[config.mk]
export PLATFORM = sky130hd
export DESIGN_NAME = rsa_key_regs
export DESIGN_NICKNAME = d
export VERILOG_FILES = /design/src/verilog/rsa_arith_pkg.sv /design/src/verilog/rsa_key_regs.sv
export VERILOG_INCLUDE_DIRS = /design/src /design/src/verilog
export SDC_FILE = /design/constraint.sdc
export NUM_CORES = 1
export LEC_CHECK = 0
export BUFFER_PORTS_ARGS = -buffer_cell sky130_fd_sc_hd__buf_2
export CORE_AREA = 2 2 406 408
export DETAILED_ROUTE_END_ITERATION = 7
export DIE_AREA = 0 0 408 410
export SKIP_LAST_GASP = 1
export SLEW_MARGIN = 20
export SYNTH_ARGS = -nofsm -noshare
export SYNTH_HDL_FRONTEND = slang
export SYNTH_SLANG_ARGS = --single-unit
[constraint.sdc]
create_clock -name i_start -period 0.8 [get_ports i_start]
set_input_delay 0.16 -clock i_start [delete_from_list [all_inputs] [get_ports i_start]]
set_output_delay 0.16 -clock i_start [all_outputs]
set_load 0.005 [all_outputs]
[src/verilog/rsa_cfg.svh]
`ifndef RSA_CFG_SVH
`define RSA_CFG_SVH

`default_nettype none

// operand width in bits, 64 also works for quick runs
`define RSA_BITS 256

// iteration counter, wide enough to hold RSA_BITS itself
`define RSA_CNT_W 9

`default_nettype wire

`endif

[src/verilog/rsa_arith_pkg.sv]
`include "rsa_cfg.svh"

`default_nettype none

package rsa_arith_pkg;

    // one operand or modulus
    typedef logic [`RSA_BITS-1:0] rsa_word_t;

    // guard bits hold a doubled value or a Montgomery partial sum
    typedef logic [`RSA_BITS+2:0] rsa_ext_t;

    // round and bit index counter
    typedef logic [`RSA_CNT_W-1:0] rsa_cnt_t;

endpackage

`default_nettype wire

[src/verilog/rsa_key_regs.sv]
`timescale 1ns/1ps
`default_nettype none

module rsa_key_regs (
    input  logic                     i_start,
    input  logic                     i_rst,
    input  logic                     i_key_load,
    input  rsa_arith_pkg::rsa_word_t i_n,
    input  rsa_arith_pkg::rsa_word_t i_d,
    input  logic                     i_busy,
    output rsa_arith_pkg::rsa_word_t o_n,
    output rsa_arith_pkg::rsa_word_t o_d,
    output logic                     o_key_ready
);

    rsa_arith_pkg::rsa_word_t n_r;
    rsa_arith_pkg::rsa_word_t d_r;
    logic                     ready_r;
    logic                     load_ok;

    // a running exponentiation keeps the key it started with
    assign load_ok = i_key_load && !i_busy;

    always_ff @(posedge i_start or posedge i_rst) begin
        if (i_rst) begin
            ready_r <= 1'b0;
        end else if (load_ok) begin
            ready_r <= 1'b1;
        end
    end

    always_ff @(posedge i_start) begin
        if (load_ok) begin
            n_r <= i_n;
            d_r <= i_d;
        end
    end

    assign o_n         = n_r;
    assign o_d         = d_r;
    assign o_key_ready = ready_r;

endmodule

`default_nettype wire

## Yosys cells after proc, flatten, opt, wreduce, memory -nomap -nowiden

Cells that the tools add are included.

| storage, ports and cells | value |
|---|---|
| bits in registers | 513 |
| latch bits | 0 |
| RAM bits | 0 |
| memory bits (read-only) | 0 |
| output and inout port bits | 513 |
| memories kept | 0 |

| operators by class | value |
|---|---|
| add/sub/neg operators | 0 |
| $mul | 0 |
| div/mod/pow operators | 0 |
| $lt $le $gt $ge | 0 |
| eq/ne operators | 0 |
| shift-type cells | 0 |
| muxes and demuxes | 0 |
| bitwise operators | 0 |
| reductions and logical operators | 2 |

Operators with widths:

| kind | count |
|---|---|
| $logic_and 1x1->1 | 1 |
| $logic_not 1->1 | 1 |

## Logic depth before layout (Yosys ltp)

Gate-level depths: netlist of run 1.

| logic depth | value |
|---|---|
| depth after elaboration | 2 |
| depth in mapped cells | 2 |

## Worst setup path before layout of run 1

No wires, ideal clock.

| path | value |
|---|---|
| kind | input -> register |
| start point | in i_key_load |
| end point | reg d_r[0] (netlist: o_d[0]) (enable) |
| library setup time | 0.710 ns |
| data arrival time | 7.534 ns |
| setup slack | -7.444 ns |
| stages on the path | 1 |
| buffers on the path | 0 |
| cells stage by stage | nor2b_4 |

| on the way | value |
|---|---|
| word-level cells in the longest chain between the ends | 1 |

Ends and longest elaborated chain:

| what | line | source |
|---|---|---|
| start, declared | rsa_key_regs.sv:7 | `input logic i_key_load,` |
| $logic_and 1x1->1 | rsa_key_regs.sv:22 | `assign load_ok = i_key_load && !i_busy;` |
| end signal, assigned | rsa_key_regs.sv:35 | `d_r <= i_d;` |
| end, declared | rsa_key_regs.sv:17 | `rsa_arith_pkg::rsa_word_t d_r;` |

Every way passes these cells.
A chain may end at the register's enable or synchronous reset.

## Worst setup path in the final report of run 1

| path | value |
|---|---|
| start point | reg n_r[251] (netlist: o_n[251]) |
| end point | out o_n[251] |

RTL lines:

| what | line | source |
|---|---|---|
| start, declared | rsa_key_regs.sv:16 | `rsa_arith_pkg::rsa_word_t n_r;` |
| start signal, assigned | rsa_key_regs.sv:34 | `n_r <= i_n;` |
| end, declared | rsa_key_regs.sv:11 | `output rsa_arith_pkg::rsa_word_t o_n,` |

No word-level cell between the ends.

==> results of run 1 <==
==> metal layers <==
metal | vias up | wire [um] | track usage
met5 | - | 440 | 0
met2 | 806 | 44240 | 0.1728
met3 | 174 | 9282 | 0.04678
met1 | 6315 | 36690 | 0.1243
met4 | 66 | 3008 | 0.03576
li1 | 5452 | - | -
==> metrics by stage <==
stage / instance area, um2 / hold WS (ns) / instances / utilization
after floorplan: 15420 / -0.1113 / 516 / -
after global placement: 23770 / 0.08980 / 3773 / 0.1454
after detailed placement: 23770 / 0.09625 / 3773 / 0.1454
after CTS: 31130 / 0.02987 / 4398 / 0.1904
after global routing: 31240 / 0.07124 / 4408 / 0.1910
final: 31260 / 0.1072 / 4417 / 0.1912
==> power groups by stage <==
stage | registers (mW) | clock network, mW | logic (mW)
6_report | 32.3 | 26.8 | 7.59
5_1_grt | 32.4 | 28.6 | 8.00
4_1_cts | 32.3 | 27.8 | 7.66
3_5_place_dp | 32.7 | 0 | 5.20
3_3_place_gp | 32.7 | 0 | 5.18
2_1_floorplan | 33.2 | 0 | 0.357
==> flip-flops by register name, summed over array words and instances, names as in the netlist <==
register and count:
o_d 256, o_n 256, o_key_ready 1
==> final timing paths <==
path / slack [ns] / endpoint / depth (start not counted)
worst max-delay path: -0.72 / o_n[251] / 1
worst min-delay path: 0.11 / o_d[59] / 4
worst max register to register: 0.04 / o_key_ready / 1
worst min register to register: 0.56 / o_key_ready / 1
max in group asynchronous: 0.14 / o_key_ready / 4
min in group asynchronous: 0.47 / o_key_ready / 4
==> area by class of cell <==
class / count / area share
antenna: 19 / 0.001521
clock buffer: 70 / 0.05060
clock inverter: 41 / 0.01021
inverter: 1 / 0.0001201
multi-input combinational: 2 / 0.0006405
sequential: 513 / 0.4927
tap: 2189 / 0.08762
timing repair buffer: 1582 / 0.3566
==> cell usage in the layout (no fill, tap or decap), drive strengths merged <==
cell	n
clkbuf	70
or2	1
inv	8
clkinv	32
bufinv	2
edfxtp	512
diode	19
buf	1068
dlygate4sd3	514
nor2b	1
dfrtp	1
==> cells by family (layout without fill, tap and decap cells) <==
kind of cell,Yosys count,count (layout),synth area share
buffers and inverters,1,1694,0.0002431
flip-flops,513,513,0.9985
other,0,19,0
AND/OR/NAND/NOR,2,2,0.001298
==> repair_timing <==
action | 4_1_cts | 5_1_grt
gates cloned | 0 | 0
endpoints found under the setup margin | 513 | 513
pin swaps | 0 | 0
hold buffers | 514 | 0
resized for setup | 99 | 21
hold endpoints to repair | 513 | 0
buffers inserted | 0 | 0
==> results_dict.tcl, run 1 <==
set metrics [dict create \
    clock_skew_ns 0 \
    critPathKind "flop to output port" \
    critPathMaxStageDelay_ns 0.50 \
    endpoint_kind "output port" \
    cts_max_level 2 \
    io_pins 1029 \
    worst_slack_ns -0.7243 \
    vias_per_cell 2.901 \
    gp_congestion 0.9539 \
    clkPwrFrac 0.401 \
    nets 2677 \
    final-hold-violation-count 0 \
    timing.hold.worst.class "input pin to flop" \
    synth-warning-count 0 \
    synth_cells 516 \
    critPathTopFamily "flip-flops" \
    start_util 0.09433 \
    path_buf_inv 1 \
    grt_max_degree 63 \
    slew_headroom 0.7682 \
    reg2reg_from "o_key_ready" \
    rows 149 \
    cts.sinks 513 \
    hold_start "i_busy" \
    synth.area.top_cells "edfxtp_1 100%, dfrtp_1 0.16%, nor2b_4 0.089%, or2_1 0.041%, inv_1 0.024%" \
    grt_pass1_wl_um 119600 \
    synth_area_um2 15420 \
    powerDensity_nw_per_um2 2132 \
    power_mw 66.65 \
    numCtsBuffers 61 \
    seq_power_share 0.485 \
    synthArstFlopShare 0.001949 \
    cts-root-buf "clkbuf_16" \
    drt_iter0_drc 815 \
    power.switching_mw 16.10 \
    cts_max_path_buffers 3 \
    yosys.area.top_type "edfxtp_1" \
    die_w_um 408 \
    drt_wl_total_um 93660 \
    layout_min_cycle_time_ns 1.524 \
    cap_violations 0 \
    pre_cts_slack_ns -0.6342 \
    drive_above_1_share 0.5233 \
    synthDistinctLibCells 5 \
    antenna_found_initial 76 \
    drc 0 \
    yosysMostFrequentCell "edfxtp_1" \
    synth_nets 1032 \
    setup.worst_path.start "o_n[251]" \
    hpwl_um 75540 \
    grt_usage 0.1063 \
    grt-ovfl-total 0 \
    critPathMaxFanout 1 \
    yosysSeqAreaShare 0.9985 \
    synth_top_area_share 0.9968 \
    multi_input_area_um2 20.02 \
    synthFlopType "edfxtp_1" \
    status "complete, but fails checks" \
    setup_viol 513 \
    fin_crit_sh 1.905 \
    num_vias 12813 \
    p_leak_nw 12.34 \
    ant_nets 0 \
    cp_cell_sequence "buf_2" \
    tns_ns -283.73 \
    power.internal_mw 50.56 \
    violations "setup timing" \
    dr.pass1.iters 4 \
    fill_cells 17474 \
    syn_avg_cell_area_um2 29.89 \
    ys_ff_latch 513 \
    register_area_um2 15400 \
    die_h_um 410 \
    power_frac_comb 0.114 \
    arrival_ns 1.36 \
    cts_tree "yes" \
    peakVddDrop_mv 1.721 \
    port_buffers 1028 \
    worstMarginPinSlew_ns 0.3478 \
    critPathSlowestCell "edfxtp_1" \
    core_um2 163500 \
    startpoint_type "flop" \
    worstPathRequired_ns 0.64 \
    wire_per_inst_um 21.20 \
    die-area_um2 167300 \
    insertion_delay_ns 0.68 \
    synth-edff-count 512 \
    grt_pass1_vias 13183 \
    area_growth_pct 102.7 \
    slew_violations 0 \
    synth_commonest_cells "512 x edfxtp_1, 1 x dfrtp_1, 1 x inv_1, 1 x nor2b_4, 1 x or2_1" \
    fmaxAchievable_mhz 656.1 \
    netSwitchingFraction 0.2415 \
    path_clk_slew_ns 0.06 \
    rsz0062_at_grt "true" \
]
Note: power is estimated with default switching activity, not from simulation.
==> run 2, diff against run 1 <==
--- a/config.mk
+++ b/config.mk
@@ -7,9 +7,13 @@
 export NUM_CORES = 1
 export LEC_CHECK = 0
 export BUFFER_PORTS_ARGS = -buffer_cell sky130_fd_sc_hd__buf_2
+export CELL_PAD_IN_SITES_DETAIL_PLACEMENT = 1
+export CELL_PAD_IN_SITES_GLOBAL_PLACEMENT = 2
 export CORE_AREA = 2 2 406 408
+export CTS_BUF_LIST = sky130_fd_sc_hd__clkbuf_4
 export DETAILED_ROUTE_END_ITERATION = 7
 export DIE_AREA = 0 0 408 410
+export PLACE_DENSITY_LB_ADDON = 0.1
 export SKIP_LAST_GASP = 1
 export SLEW_MARGIN = 20
 export SYNTH_ARGS = -nofsm -noshare
==> results_dict.tcl, run 2 <==
set metrics [dict create \
    status "aborted with a tool error" \
    haltStage "4_1_cts" \
    stop_error "[ERROR RSZ-0060] Max buffer count reached." \
    ys_ff_latch 513 \
    io_pins 1029 \
    die_h_um 410 \
    synth_area_um2 15420 \
    yosys.area.top_type "edfxtp_1" \
    die_w_um 408 \
    cts_max_path_buffers 3 \
    hpwl_um 66990 \
    syn_avg_cell_area_um2 29.89 \
    cts-root-buf "clkbuf_4" \
    synth_commonest_cells "512 x edfxtp_1, 1 x dfrtp_1, 1 x inv_1, 1 x nor2b_4, 1 x or2_1" \
    yosysMostFrequentCell "edfxtp_1" \
    synthDistinctLibCells 5 \
    hold_buffers 811 \
    cts_resized 81 \
    synth-warning-count 0 \
    synth.area.top_cells "edfxtp_1 100%, dfrtp_1 0.16%, nor2b_4 0.089%, or2_1 0.041%, inv_1 0.024%" \
    synth_nets 1032 \
    post-cts-setup-buffer-count 0 \
    synthArstFlopShare 0.001949 \
    synth-edff-count 512 \
    rows 149 \
    gp_congestion 0.7824 \
    synth_top_area_share 0.9968 \
    synth_cells 516 \
    start_util 0.09433 \
    numCtsBuffers 168 \
    synthFlopType "edfxtp_1" \
    port_buffers 1028 \
    cts.sinks 513 \
    yosysSeqAreaShare 0.9985 \
    cts_max_level 4 \
]
-- run 2: cell counts after synthesis --
Identical to the previous run, type by type.
-- run 2: per-stage QoR --
step | std cells | utilization | worst slack [ns] | cell area [um2]
after floorplan | 516 | - | -7.444 | 15420
after global placement | 3769 | 0.1448 | -0.6952 | 23680
after detailed placement | 3769 | 0.1448 | -0.7019 | 23680
-- run 2: logic make-up after synthesis --
kind of cell | after synthesis | synth area share
flops | 513 | 0.9985
simple gates | 2 | 0.001298
buf+inv | 1 | 0.0002431
==> run 3, diff against run 2 <==
--- a/config.mk
+++ b/config.mk
@@ -7,13 +7,10 @@
 export NUM_CORES = 1
 export LEC_CHECK = 0
 export BUFFER_PORTS_ARGS = -buffer_cell sky130_fd_sc_hd__buf_2
-export CELL_PAD_IN_SITES_DETAIL_PLACEMENT = 1
-export CELL_PAD_IN_SITES_GLOBAL_PLACEMENT = 2
-export CORE_AREA = 2 2 406 408
-export CTS_BUF_LIST = sky130_fd_sc_hd__clkbuf_4
+export CORE_AREA = 2 2 401 403
 export DETAILED_ROUTE_END_ITERATION = 7
-export DIE_AREA = 0 0 408 410
-export PLACE_DENSITY_LB_ADDON = 0.1
+export DIE_AREA = 0 0 403 405
+export PLACE_DENSITY_LB_ADDON = 0.15
 export SKIP_LAST_GASP = 1
 export SLEW_MARGIN = 20
 export SYNTH_ARGS = -nofsm -noshare
==> constraint.sdc (replaced) <==
create_clock -name i_start -period 1.04 [get_ports i_start]
set_input_delay 0.208 -clock i_start [delete_from_list [all_inputs] [get_ports i_start]]
set_output_delay 0.208 -clock i_start [all_outputs]
set_load 0.005 [all_outputs]
==> results_dict.tcl, run 3 (synthesis gave the netlist of run 1 again) <==
set metrics [dict create \
    status "complete, but fails checks" \
    violations "setup timing" \
    grt_pass1_wl_um 103100 \
    final_common_cell "buf_2" \
    cts-root-buf "clkbuf_16" \
    power_frac_comb 0.100 \
    clock_skew_ns 0 \
    rsz0062_at_grt "true" \
    num_vias 11984 \
    fin_crit_sh 1.456 \
    powerDensity_nw_per_um2 1722 \
    cts_max_path_buffers 3 \
    numCtsBuffers 68 \
    final_area_um2 31220 \
    setup.worst_path.start "o_d[179]" \
    post-cts-setup-buffer-count 0 \
    grt_max_degree 44 \
    fill_cells 17251 \
    io_pins 1029 \
    worstPathRequired_ns 0.83 \
    netSwitchingFraction 0.2304 \
    die_w_um 403 \
    grt_pass1_vias 13345 \
    fmaxAchievable_mhz 660.2 \
    timing.hold.worst.class "input pin to flop" \
    layout_min_cycle_time_ns 1.515 \
    wire_per_inst_um 18.18 \
    pre_cts_slack_ns -0.4579 \
    start_util 0.09683 \
    ant_nets 0 \
    port_buffers 1028 \
    grt-ovfl-total 0 \
    hpwl_um 63840 \
    worstMarginPinSlew_ns 0.2878 \
    cts_tree "yes" \
    rows 147 \
    path_buf_inv 1 \
    power.switching_mw 12.39 \
    clkPwrFrac 0.439 \
    drt_wl_total_um 78370 \
    cap_violations 0 \
    setup_viol 513 \
    arrival_ns 1.31 \
    gp_congestion 0.8124 \
    drive_above_1_share 0.5248 \
    startpoint_type "flop" \
    final-hold-violation-count 0 \
    reg2reg_from "o_key_ready" \
    layout_common_cells "980 x buf_2, 514 x dlygate4sd3_1, 512 x edfxtp_1" \
    drc 0 \
    critPathTopFamily "flip-flops" \
    worst_slack_ns -0.4747 \
    die_h_um 405 \
    core_um2 159300 \
    dr.pass1.iters 4 \
    die-area_um2 163200 \
    cp_cell_sequence "buf_2" \
    slew_headroom 0.8081 \
    cts.sinks 513 \
    drt_iter0_drc 522 \
    grt_usage 0.09159 \
    area_growth_pct 102.4 \
    critPathMaxFanout 1 \
    power_mw 53.77 \
    critPathMaxStageDelay_ns 0.48 \
    hold_start "i_busy" \
    cts_max_level 3 \
    insertion_delay_ns 0.63 \
    dpl-instance-area_um2 23520 \
    antenna_found_initial 35 \
    seq_power_share 0.461 \
    vias_per_cell 2.781 \
    p_leak_nw 12.41 \
    critPathKind "flop to output port" \
    endpoint_kind "output port" \
    slew_violations 0 \
    peakVddDrop_mv 1.310 \
    critPathSlowestCell "edfxtp_1" \
    power.internal_mw 41.38 \
    nets 2681 \
    path_clk_slew_ns 0.06 \
]
[run 3: layer usage]
| metal | wire length, um | share of wire | global-route usage | up-vias |
|---|---|---|---|---|
| met3 | 6696 | 0.085 | 0.03328 | 134 |
| met5 | 157 | 0.0020 | 0 | - |
| met2 | 40100 | 0.51 | 0.1609 | 629 |
| li1 | - | - | - | 5441 |
| met4 | 2853 | 0.036 | 0.04278 | 26 |
| met1 | 28560 | 0.36 | 0.09728 | 5754 |
[run 3: final timing paths]
kind / cells after the start / slack (ns) / endpoint
min reg2reg: 1 / 0.46 / o_key_ready
min in group asynchronous: 4 / 0.50 / o_key_ready
max: 1 / -0.47 / o_d[179]
min: 3 / 0.08 / o_d[139]
max in group asynchronous: 4 / 0.45 / o_key_ready
max reg2reg: 1 / 0.36 / o_key_ready
[run 3: repair_timing]
item | in CTS | in global routing
hold buffers | 514 | 0
hold endpoints to repair | 513 | 0
gates resized for setup | 72 | 15
setup endpoints to repair | 513 | 513
[run 3: power groups by stage]
stage	sequential, mW	combinational, mW	clock (mW)
6_report	24.8	5.39	23.6
5_1_grt	24.9	5.80	25.5
4_1_cts	24.8	5.58	24.8
3_5_place_dp	25.2	3.77	0
3_3_place_gp	25.2	3.78	0
2_1_floorplan	25.5	0.274	0
[run 3: per-stage QoR]
stage	setup TNS, ns	hold slack [ns]	util	instances
2_1_floorplan	-3720.01	-0.06329	-	516
3_3_place_gp	-182.77	0.05128	0.1477	3667
3_5_place_dp	-181.19	0.04690	0.1477	3667
4_1_cts	-217.21	0.01547	0.1955	4304
5_1_grt	-206.67	0.05626	0.1960	4308
6_report	-163.30	0.08370	0.1960	4310
[run 3: layout make-up]
class	instances	area, um2	area share
clock inverter	37	426.7	0.01367
tap	2086	2610	0.08361
clock buffer	86	1812	0.05804
sequential	513	15400	0.4933
antenna	6	15.01	0.0004810
multi-input combinational	2	20.02	0.0006413
inverter	1	3.754	0.0001202
timing repair buffer	1579	10930	0.3501
